$ cat src/common/spi_bridge_pkg.sv
package spi_bridge_pkg;

  ////////////////////
  // frame layout

  localparam int FRAME_W = 16;                 // bits per bridge frame
  localparam int ADDR_W  = 8;                  // high byte of the frame
  localparam int VAL_W   = FRAME_W - ADDR_W;   // clear nibble : set nibble
  localparam int REG_W   = 4;                  // one control register

  ////////////////////
  // peripherals

  // index 0 adc, 1 dac, 2 flash
  localparam int NUM_PERIPH = 3;

  ////////////////////
  // register map

  localparam logic [ADDR_W-1:0] ADDR_LED      = 8'd7;
  localparam logic [ADDR_W-1:0] ADDR_MUX      = 8'd8;
  localparam logic [ADDR_W-1:0] ADDR_DAC      = 8'd9;
  localparam logic [ADDR_W-1:0] ADDR_RAILS    = 8'd10;
  localparam logic [ADDR_W-1:0] ADDR_SOFT_RST = 8'd11;   // zeroes all four regs

  // led register bit that takes the leds off the blinker
  localparam int LED_MANUAL_BIT = 3;

endpackage

$ cat src/common/reg_wr_if.sv
`timescale 1ns/1ps

// one register write, four-phase req/ack
interface reg_wr_if;

  logic                               req;
  logic                               ack;
  logic [spi_bridge_pkg::ADDR_W-1:0]  addr;   // held until ack drops
  logic [spi_bridge_pkg::VAL_W-1:0]   val;    // {clear nibble, set nibble}

  // frame shifter side
  modport src (
    output req,
    output addr,
    output val,
    input  ack
  );

  // register bank side
  modport dst (
    input  req,
    input  addr,
    input  val,
    output ack
  );

endinterface

$ cat src/source/ctrl_reg_bank.sv
`timescale 1ns/1ps

module ctrl_reg_bank (
  input  logic                               clk,
  input  logic                               rst_n,
  output logic [spi_bridge_pkg::REG_W-1:0]   reg_led,
  output logic [spi_bridge_pkg::REG_W-1:0]   reg_mux,
  output logic [spi_bridge_pkg::REG_W-1:0]   reg_dac,
  output logic [spi_bridge_pkg::REG_W-1:0]   reg_rails,
  output logic [spi_bridge_pkg::FRAME_W-1:0] readback,
  reg_wr_if.dst                              wr
);

  localparam int RW = spi_bridge_pkg::REG_W;

  logic write_go;   // new request, not yet acked

  // set first, then clear; clear wins on overlap
  function automatic logic [RW-1:0] set_clr(
    input logic [RW-1:0]                     cur,
    input logic [spi_bridge_pkg::VAL_W-1:0]  val
  );
    logic [RW-1:0] set_bits;
    logic [RW-1:0] clr_bits;
    set_bits = val[RW-1:0];        // low nibble
    clr_bits = val[2*RW-1:RW];     // high nibble
    return (cur | set_bits) & ~clr_bits;
  endfunction

  assign write_go = wr.req && !wr.ack;

  ////////////////////
  // register update

  always_ff @(posedge clk)
  begin
    if (!rst_n)
    begin
      reg_led   <= '0;
      reg_mux   <= '0;
      reg_dac   <= '0;
      reg_rails <= '0;
    end
    else if (write_go)
    begin
      case (wr.addr)
        spi_bridge_pkg::ADDR_LED:   reg_led   <= set_clr(reg_led, wr.val);
        spi_bridge_pkg::ADDR_MUX:   reg_mux   <= set_clr(reg_mux, wr.val);
        spi_bridge_pkg::ADDR_DAC:   reg_dac   <= set_clr(reg_dac, wr.val);
        spi_bridge_pkg::ADDR_RAILS: reg_rails <= set_clr(reg_rails, wr.val);
        spi_bridge_pkg::ADDR_SOFT_RST:
        begin
          reg_led   <= '0;
          reg_mux   <= '0;
          reg_dac   <= '0;
          reg_rails <= '0;
        end
        default: ;    // unknown address, still acked below
      endcase
    end
  end

  ////////////////////
  // ack side of handshake

  always_ff @(posedge clk)
  begin
    if (!rst_n)
      wr.ack <= 1'b0;
    else if (write_go)
      wr.ack <= 1'b1;          // same edge as the update
    else if (!wr.req && wr.ack)
      wr.ack <= 1'b0;          // req gone, close out
  end

  // shifted out msb first, led first
  assign readback = {reg_led, reg_mux, reg_dac, reg_rails};

endmodule

$ cat src/source/periph_spi_router.sv
`timescale 1ns/1ps

module periph_spi_router (
  input  logic                                  cs_n,
  input  logic                                  special_n,
  input  logic [spi_bridge_pkg::REG_W-1:0]      reg_mux,
  input  logic [spi_bridge_pkg::NUM_PERIPH-1:0] periph_miso,
  input  logic                                  bridge_miso,
  output logic [spi_bridge_pkg::NUM_PERIPH-1:0] periph_cs_n,
  output logic                                  miso
);

  localparam int NP = spi_bridge_pkg::NUM_PERIPH;

  logic [NP-1:0] sel;    // mux bits that map to a peripheral

  // only the low bits of the mux register route anything
  assign sel = reg_mux[NP-1:0];

  ////////////////////
  // cs and miso select

  always_comb
  begin
    if (!special_n)
    begin
      // bridge frame, keep every peripheral off the bus
      periph_cs_n = '1;
      miso        = bridge_miso;
    end
    else
    begin
      // selected peripherals follow the host cs
      periph_cs_n = ~(sel & {NP{~cs_n}});
      // wired-or of whoever is selected
      miso        = |(sel & periph_miso);
    end
  end

endmodule

$ cat src/source/spi_bridge_top.sv
`timescale 1ns/1ps

module spi_bridge_top #(
  parameter int LOG2DELAY = 20
) (
  input  logic clk,
  input  logic rst_n,
  // host spi
  input  logic sclk,
  input  logic mosi,
  input  logic cs_n,
  input  logic special_n,
  output logic miso,
  output logic led1,
  output logic led2,
  // adc
  output logic adc_cs_n,
  output logic adc_sclk,
  output logic adc_mosi,
  input  logic adc_miso,
  // dac
  output logic dac_cs_n,
  output logic dac_sclk,
  output logic dac_sdi,
  input  logic dac_sdo,
  output logic dac_ldac,
  output logic dac_uni_bip_a,
  output logic dac_uni_bip_b,
  output logic dac_rst,
  // flash
  output logic flash_cs_n,
  output logic flash_sclk,
  output logic flash_mosi,
  input  logic flash_miso,
  // rails
  output logic rails_lp15v,
  output logic rails_lp30v,
  output logic rails_lp60v,
  output logic rails_oe
);

  logic [spi_bridge_pkg::FRAME_W-1:0]    readback;
  logic [spi_bridge_pkg::REG_W-1:0]      reg_led, reg_mux, reg_dac, reg_rails;
  logic [spi_bridge_pkg::NUM_PERIPH-1:0] periph_cs_n, periph_miso;
  logic [1:0]                            led;
  logic                                  bridge_miso;

  reg_wr_if u_wr ();    // shifter -> bank write

  ////////////////////
  // blocks

  spi_frame_shifter u_shifter (
    .clk         (clk),
    .rst_n       (rst_n),
    .sclk        (sclk),
    .mosi        (mosi),
    .cs_n        (cs_n),
    .special_n   (special_n),
    .readback    (readback),
    .bridge_miso (bridge_miso),
    .wr          (u_wr.src)
  );

  ctrl_reg_bank u_regs (
    .clk       (clk),
    .rst_n     (rst_n),
    .reg_led   (reg_led),
    .reg_mux   (reg_mux),
    .reg_dac   (reg_dac),
    .reg_rails (reg_rails),
    .readback  (readback),
    .wr        (u_wr.dst)
  );

  periph_spi_router u_router (
    .cs_n        (cs_n),
    .special_n   (special_n),
    .reg_mux     (reg_mux),
    .periph_miso (periph_miso),
    .bridge_miso (bridge_miso),
    .periph_cs_n (periph_cs_n),
    .miso        (miso)
  );

  status_blinker #(.LOG2DELAY(LOG2DELAY)) u_blinker (
    .clk     (clk),
    .rst_n   (rst_n),
    .reg_led (reg_led),
    .led     (led)
  );

  ////////////////////
  // board pins

  assign periph_miso = {flash_miso, dac_sdo, adc_miso};   // adc at index 0
  assign {flash_cs_n, dac_cs_n, adc_cs_n} = periph_cs_n;

  // clock and data straight through, cs does the gating
  assign adc_sclk   = sclk;
  assign adc_mosi   = mosi;
  assign dac_sclk   = sclk;
  assign dac_sdi    = mosi;
  assign flash_sclk = sclk;
  assign flash_mosi = mosi;

  assign {dac_rst, dac_uni_bip_b, dac_uni_bip_a, dac_ldac}       = reg_dac;
  assign {rails_oe, rails_lp60v, rails_lp30v, rails_lp15v}       = reg_rails;
  assign {led1, led2} = led;    // led1 carries bit 1

endmodule

$ cat src/source/status_blinker.sv
`timescale 1ns/1ps

module status_blinker #(
  parameter int LOG2DELAY = 20    // blink period is 2**(LOG2DELAY+2) clocks
) (
  input  logic                             clk,
  input  logic                             rst_n,
  input  logic [spi_bridge_pkg::REG_W-1:0] reg_led,
  output logic [1:0]                       led
);

  logic [LOG2DELAY+1:0] count;    // top two bits are the phase
  logic [1:0]           phase;

  assign phase = count[LOG2DELAY+1:LOG2DELAY];

  always_ff @(posedge clk)
  begin
    if (!rst_n)
    begin
      count <= '0;
      led   <= 2'b00;
    end
    else
    begin
      count <= count + 1'b1;
      if (reg_led[spi_bridge_pkg::LED_MANUAL_BIT])
        led <= reg_led[1:0];                      // manual mode
      else
        led <= phase ^ (phase >> 1);              // gray, one bit per step
    end
  end

endmodule

$ cat src/spi_frontend/spi_frame_shifter.sv
`timescale 1ns/1ps

module spi_frame_shifter (
  input  logic                               clk,
  input  logic                               rst_n,
  input  logic                               sclk,
  input  logic                               mosi,
  input  logic                               cs_n,
  input  logic                               special_n,
  input  logic [spi_bridge_pkg::FRAME_W-1:0] readback,
  output logic                               bridge_miso,
  reg_wr_if.src                              wr
);

  localparam int CNT_W = $clog2(spi_bridge_pkg::FRAME_W) + 1;

  logic [1:0] sclk_sync;    // 2-stage synchronizers
  logic [1:0] cs_sync;
  logic [1:0] spec_sync;
  logic [1:0] mosi_sync;
  logic       sclk_q;       // previous synced value, for edges
  logic       cs_q;

  logic [spi_bridge_pkg::FRAME_W-1:0] frame;      // mosi shift-in
  logic [spi_bridge_pkg::FRAME_W-1:0] shift_out;  // readback shift-out
  logic [spi_bridge_pkg::FRAME_W-1:0] pend_word;  // frame waiting on handshake
  logic [CNT_W-1:0]                   bit_cnt;
  logic                               abort;      // special_n went high mid frame
  logic                               pend;

  logic sclk_rise, sclk_fall, cs_fall, cs_rise, frame_done, bus_free;

  ////////////////////
  // sync and edges

  always_ff @(posedge clk)
  begin
    if (!rst_n)
    begin
      sclk_sync <= 2'b00;
      cs_sync   <= 2'b11;    // idle deselected
      spec_sync <= 2'b11;
      sclk_q    <= 1'b0;
      cs_q      <= 1'b1;
    end
    else
    begin
      sclk_sync <= {sclk_sync[0], sclk};
      cs_sync   <= {cs_sync[0], cs_n};
      spec_sync <= {spec_sync[0], special_n};
      sclk_q    <= sclk_sync[1];
      cs_q      <= cs_sync[1];
    end
  end

  // data only, sampled on sclk rise
  always_ff @(posedge clk)
    mosi_sync <= {mosi_sync[0], mosi};

  assign sclk_rise = sclk_sync[1] & ~sclk_q;
  assign sclk_fall = ~sclk_sync[1] & sclk_q;
  assign cs_fall   = ~cs_sync[1] & cs_q;
  assign cs_rise   = cs_sync[1] & ~cs_q;

  // exactly 16 bits, special_n low the whole time
  assign frame_done = cs_rise && !abort && !spec_sync[1]
                      && bit_cnt == CNT_W'(spi_bridge_pkg::FRAME_W);
  assign bus_free   = !wr.req && !wr.ack;

  ////////////////////
  // frame shifting

  always_ff @(posedge clk)
    if (sclk_rise && !cs_sync[1] && !spec_sync[1])
      frame <= {frame[spi_bridge_pkg::FRAME_W-2:0], mosi_sync[1]};  // msb first

  always_ff @(posedge clk)
  begin
    if (!rst_n)
    begin
      bit_cnt   <= '0;
      abort     <= 1'b0;
      shift_out <= '0;
    end
    else if (cs_fall)
    begin
      bit_cnt   <= '0;
      abort     <= spec_sync[1];
      shift_out <= readback;    // led reg goes out first
    end
    else if (!cs_sync[1])
    begin
      if (spec_sync[1])
        abort <= 1'b1;
      if (sclk_rise && !spec_sync[1] && bit_cnt != '1)
        bit_cnt <= bit_cnt + 1'b1;    // saturates, long frames never match
      if (sclk_fall)
        shift_out <= shift_out << 1;
    end
  end

  assign bridge_miso = shift_out[spi_bridge_pkg::FRAME_W-1];

  ////////////////////
  // request side of handshake

  always_ff @(posedge clk)
  begin
    if (!rst_n)
    begin
      wr.req <= 1'b0;
      pend   <= 1'b0;
    end
    else
    begin
      if (wr.req && wr.ack)
        wr.req <= 1'b0;    // bank took it
      if (frame_done && !bus_free)
        pend <= 1'b1;      // park until ack drops
      else if (bus_free && (frame_done || pend))
      begin
        wr.req <= 1'b1;
        pend   <= 1'b0;
      end
    end
  end

  // payload, stable from req rise until ack fall
  always_ff @(posedge clk)
  begin
    if (frame_done && !bus_free)
      pend_word <= frame;
    if (bus_free && frame_done)
      {wr.addr, wr.val} <= frame;
    else if (bus_free && pend)
      {wr.addr, wr.val} <= pend_word;
  end

endmodule

$ cat config.mk
export PLATFORM = sky130hd
export DESIGN_NAME = spi_bridge_top
export DESIGN_NICKNAME = d
export VERILOG_FILES = /design/src/common/spi_bridge_pkg.sv /design/src/common/reg_wr_if.sv /design/src/source/ctrl_reg_bank.sv /design/src/source/periph_spi_router.sv /design/src/source/spi_bridge_top.sv /design/src/source/status_blinker.sv /design/src/spi_frontend/spi_frame_shifter.sv
export SDC_FILE = /design/constraint.sdc
export NUM_CORES = 1
export LEC_CHECK = 0
export BUFFER_PORTS_ARGS = -buffer_cell sky130_fd_sc_hd__buf_2
export CAP_MARGIN = 20
export CORE_MARGIN = 8
export CORE_UTILIZATION = 45
export DETAILED_ROUTE_END_ITERATION = 7
export GPL_TIMING_DRIVEN = 0
export HOLD_SLACK_MARGIN = 0.08
export SLEW_MARGIN = 20
export SYNTH_ARGS = -nofsm -noshare
export SYNTH_HDL_FRONTEND = slang
export SYNTH_SLANG_ARGS = --single-unit
$ cat constraint.sdc
create_clock -name clk -period 2.52 [get_ports clk]
set_input_delay 0.252 -clock clk [delete_from_list [all_inputs] [get_ports clk]]
set_output_delay 0.252 -clock clk [all_outputs]
set_load 0.01 [all_outputs]
==> reports/results.tsv <==
stage	metric	value	unit
run_status	status	finished clean	
timing	hold_violations	0	
routing	vias	3374	
routing	drtAntennaViolNets	0	
clock_network	cts_tree	yes	
setup_path	cp.depth	5	
routing	dr_wl_met3	446	um
clock_network	cts.sinks	123	
yosys	yosysMostFrequentCell	dfxtp_1	
hold_path	hold_start	u_shifter.mosi_sync[0]	
yosys	syn_avg_cell_area	11.2	um2
timing	finalHoldWorstSlack	0.330	ns
yosys	yosys.area.top_type	dfxtp_1	
global_routing	grt_use_total	0.141	
yosys	async_flop_share	0	
power	power_density	777	mW/mm2
yosys	synth_common_cells	75 x dfxtp_1, 50 x nor2_1, 48 x edfxtp_1	
placed_design	dp.cells	605	
placed_design	place_ws	0.250	ns
floorplanning	coreArea	0.0107	mm2
global_routing	grt_pass1_vias	3307	
setup_path	cp_data_required_time	2.66	ns
clock_network	htreeDepth	4	
timing	tightest_slew	0.880	ns
timing	drv_slew	0	
setup_path	max_stage_delay	0.76	ns
layout	antennaDiodeCount	0	
floorplanning	boundaryPins	29	
setup_path	worstSetupStartpointType	flip-flop	
yosys	syn-num-nets	452	
floorplanning	start_util	0.457	
yosys	syn_inst	437	
setup_path	slowest_stage	nor2b_2	
timing	rsz0062_at_grt	no	
clock_network	post_cts_buffers	0	
yosys	synth_top_cell_area_share	0.307	
routing	drcViolationCount	0	
routing	drt-initial-drc-count	277	
routing	top_layer_used	met4	
routing	wl_met1	4550	um
timing	tns	0	ns
yosys	muxShareOfSynthArea	0.0717	
clock_network	cts_buffer_depth	2	
timing	setup_ws	0.254	ns
timing	min_period_over_period	0.899	
layout	area.growth.synth_to_final	19.6	%
timing	slew_headroom	0.411	
global_routing	grt_pass1_wl	16000	um
yosys	synth_compound_area_frac	0.102	
power	ir_drop	0.571	mV
yosys	synth_cell_type_count	41	
setup_path	r2r_start	u_shifter.bit_cnt[0]	
clock_network	cts_root_buf	clkbuf_8	
clock_network	clkLatencyLatePin	0.52	ns
yosys	synthAdderAreaFrac	0.0154	
routing	drtPass1Iterations	5	
routing	met2WireLength	4390	um
setup_path	critical-path-top-delay-family	simple AND/OR/NAND/NOR gates	
routing	finalWirelength	9640	um
yosys	synth_simple_gate_area_frac	0.150	
setup_path	crit_chain	inv_1 -> ha_1 -> nor4bb_1 -> and4_1 -> nor2b_2	
placed_design	routabilityCongestion	0.837	
floorplanning	row_count	38	
yosys	yosys_warnings	0	
setup_path	crit_start	u_shifter.bit_cnt[0]	
timing	setup_viol	0	
yosys	synth_top_family_by_area	simple AND/OR/NAND/NOR gates	
yosys	synth_flop_cell	dfxtp_1	
setup_path	worst-r2r-cell-count	5	
hold_path	min_path_type	flip-flop to flip-flop	
layout	drive_gt1_frac	0.177	
clock_network	cts_buffers	17	
power	leakagePower	2.01	nW
placed_design	place_hpwl	6440	um
layout	final_nets	506	
timing	fin_skew	0.00678	ns
placed_design	port_buffers	28	
setup_path	critPathKind	flip-flop to flip-flop	
setup_path	endpoint_kind	flip-flop	
global_routing	grt_max_degree	18	
timing	finalCriticalPeriod	2.27	ns
floorplanning	die_w	120	um
yosys	syn_area	0.00489	mm2
routing	wl_per_cell	15.0	um
setup_path	cp.arrival	2.41	ns
layout	final_cells	643	
setup_path	path_buf_inv	1	
run	drv_cap	0	
setup_path	cp_max_fo	16	
timing	max_freq	441	MHz
global_routing	grt_overflow	0	
routing	avgViaCountPerCell	5.25	
hold_path	worstHoldPathCells	0	
floorplanning	die_height	120	um
yosys	synth_seq_cells	123	
yosys	synth.area.top_cells	dfxtp_1 31%, edfxtp_1 30%, nor2_1 3.8%, mux2_2 3.7%, mux2i_1 3.5%	
yosys	synthXorXnorAreaFrac	0.0269	
yosys	synth-edff-count	48	
floorplanning	dieArea	0.0144	mm2
yosys	yosysSeqAreaShare	0.602	
global_routing	antenna_found_initial	0	
clock_network	clk_pin_slew	0.06	ns
## cells in the final DEF (no fill, tap or decap), drive strengths merged, types with 8 or more instances in the layout
cell    synthesis  layout
xnor2           8       8
clkbuf         14      32
nand4           8       8
a211oi         15      15
dfxtp          75      75
nand2          18      18
a21oi          32      32
nand3           9       9
or4             8       8
mux2i          17      17
and4            8       8
nor2           50      50
edfxtp         48      48
buf             8      36
o21ai          31      31
inv            12      12
mux2           16      16
## registers in the layout, summed over array words and instances (netlist names), 5 cells and up
signal,cells
u_shifter.wr.addr,8
u_shifter.pend_word,16
u_shifter.bit_cnt,5
u_shifter.wr.val,8
u_blinker.count,22
u_shifter.shift_out,16
u_shifter.frame,16
## routing by layer
metal	vias up	GRT usage
met2	77	0.217
met5	-	0
met1	1587	0.173
met4	0	0.0781
li1	1694	-
met3	16	0.0471
## worst register-to-register path: stages, from the launching register on
cell and delay (ns):
dfxtp_1 0.34, inv_1 0.07, ha_1 0.13, nor4bb_1 0.27
and4_1 0.32, nor2b_2 0.76
## per-stage QoR
step / cell area [um2] / util / total power, W
after floorplan: 4890 / - / 0.00220
after global placement: 5200 / 0.486 / 0.00224
after detailed placement: 5200 / 0.486 / 0.00224
after CTS: 5840 / 0.546 / 0.00459
after global routing: 5840 / 0.546 / 0.00470
final: 5840 / 0.546 / 0.00454
## final timing paths
path	end	slack (ns)
max	u_shifter.pend_word[2]	0.25
min reg2reg	u_shifter.mosi_sync[1]	0.33
max reg2reg	u_shifter.pend_word[2]	0.25
min	u_shifter.mosi_sync[1]	0.33
## report_power, final
part	total [W]	switching (W)	leakage, nW	internal, W
Clock	0.00233	0.000844	0.268	0.00149
Sequential	0.00209	0.0000144	1.04	0.00208
Combinational	0.000117	0.0000654	0.699	0.0000516
## area by class of cell
cell class | count | area (um2)
inverter | 12 | 45.0
multi-input combinational | 280 | 1790
clock inverter | 13 | 153
clock buffer | 18 | 418
buffer | 22 | 111
fill | 935 | 4850
timing repair buffer | 35 | 210
tap | 140 | 175
sequential | 123 | 2940
## kinds of logic after synthesis
logic type	count (synthesis)
AOI/OAI and AO/OA	88
DFF	123
and+or+nand+nor	138
buffers and inverters	34
xor gates and xnor gates	15
muxes	33
adders and majority gates	6
## repair_timing
item | CTS | global route
gates resized for setup | 0 | 0
hold buffers | 7 | 0
hold endpoints to repair | 8 | 0
Power figures use the tool's default switching activity.
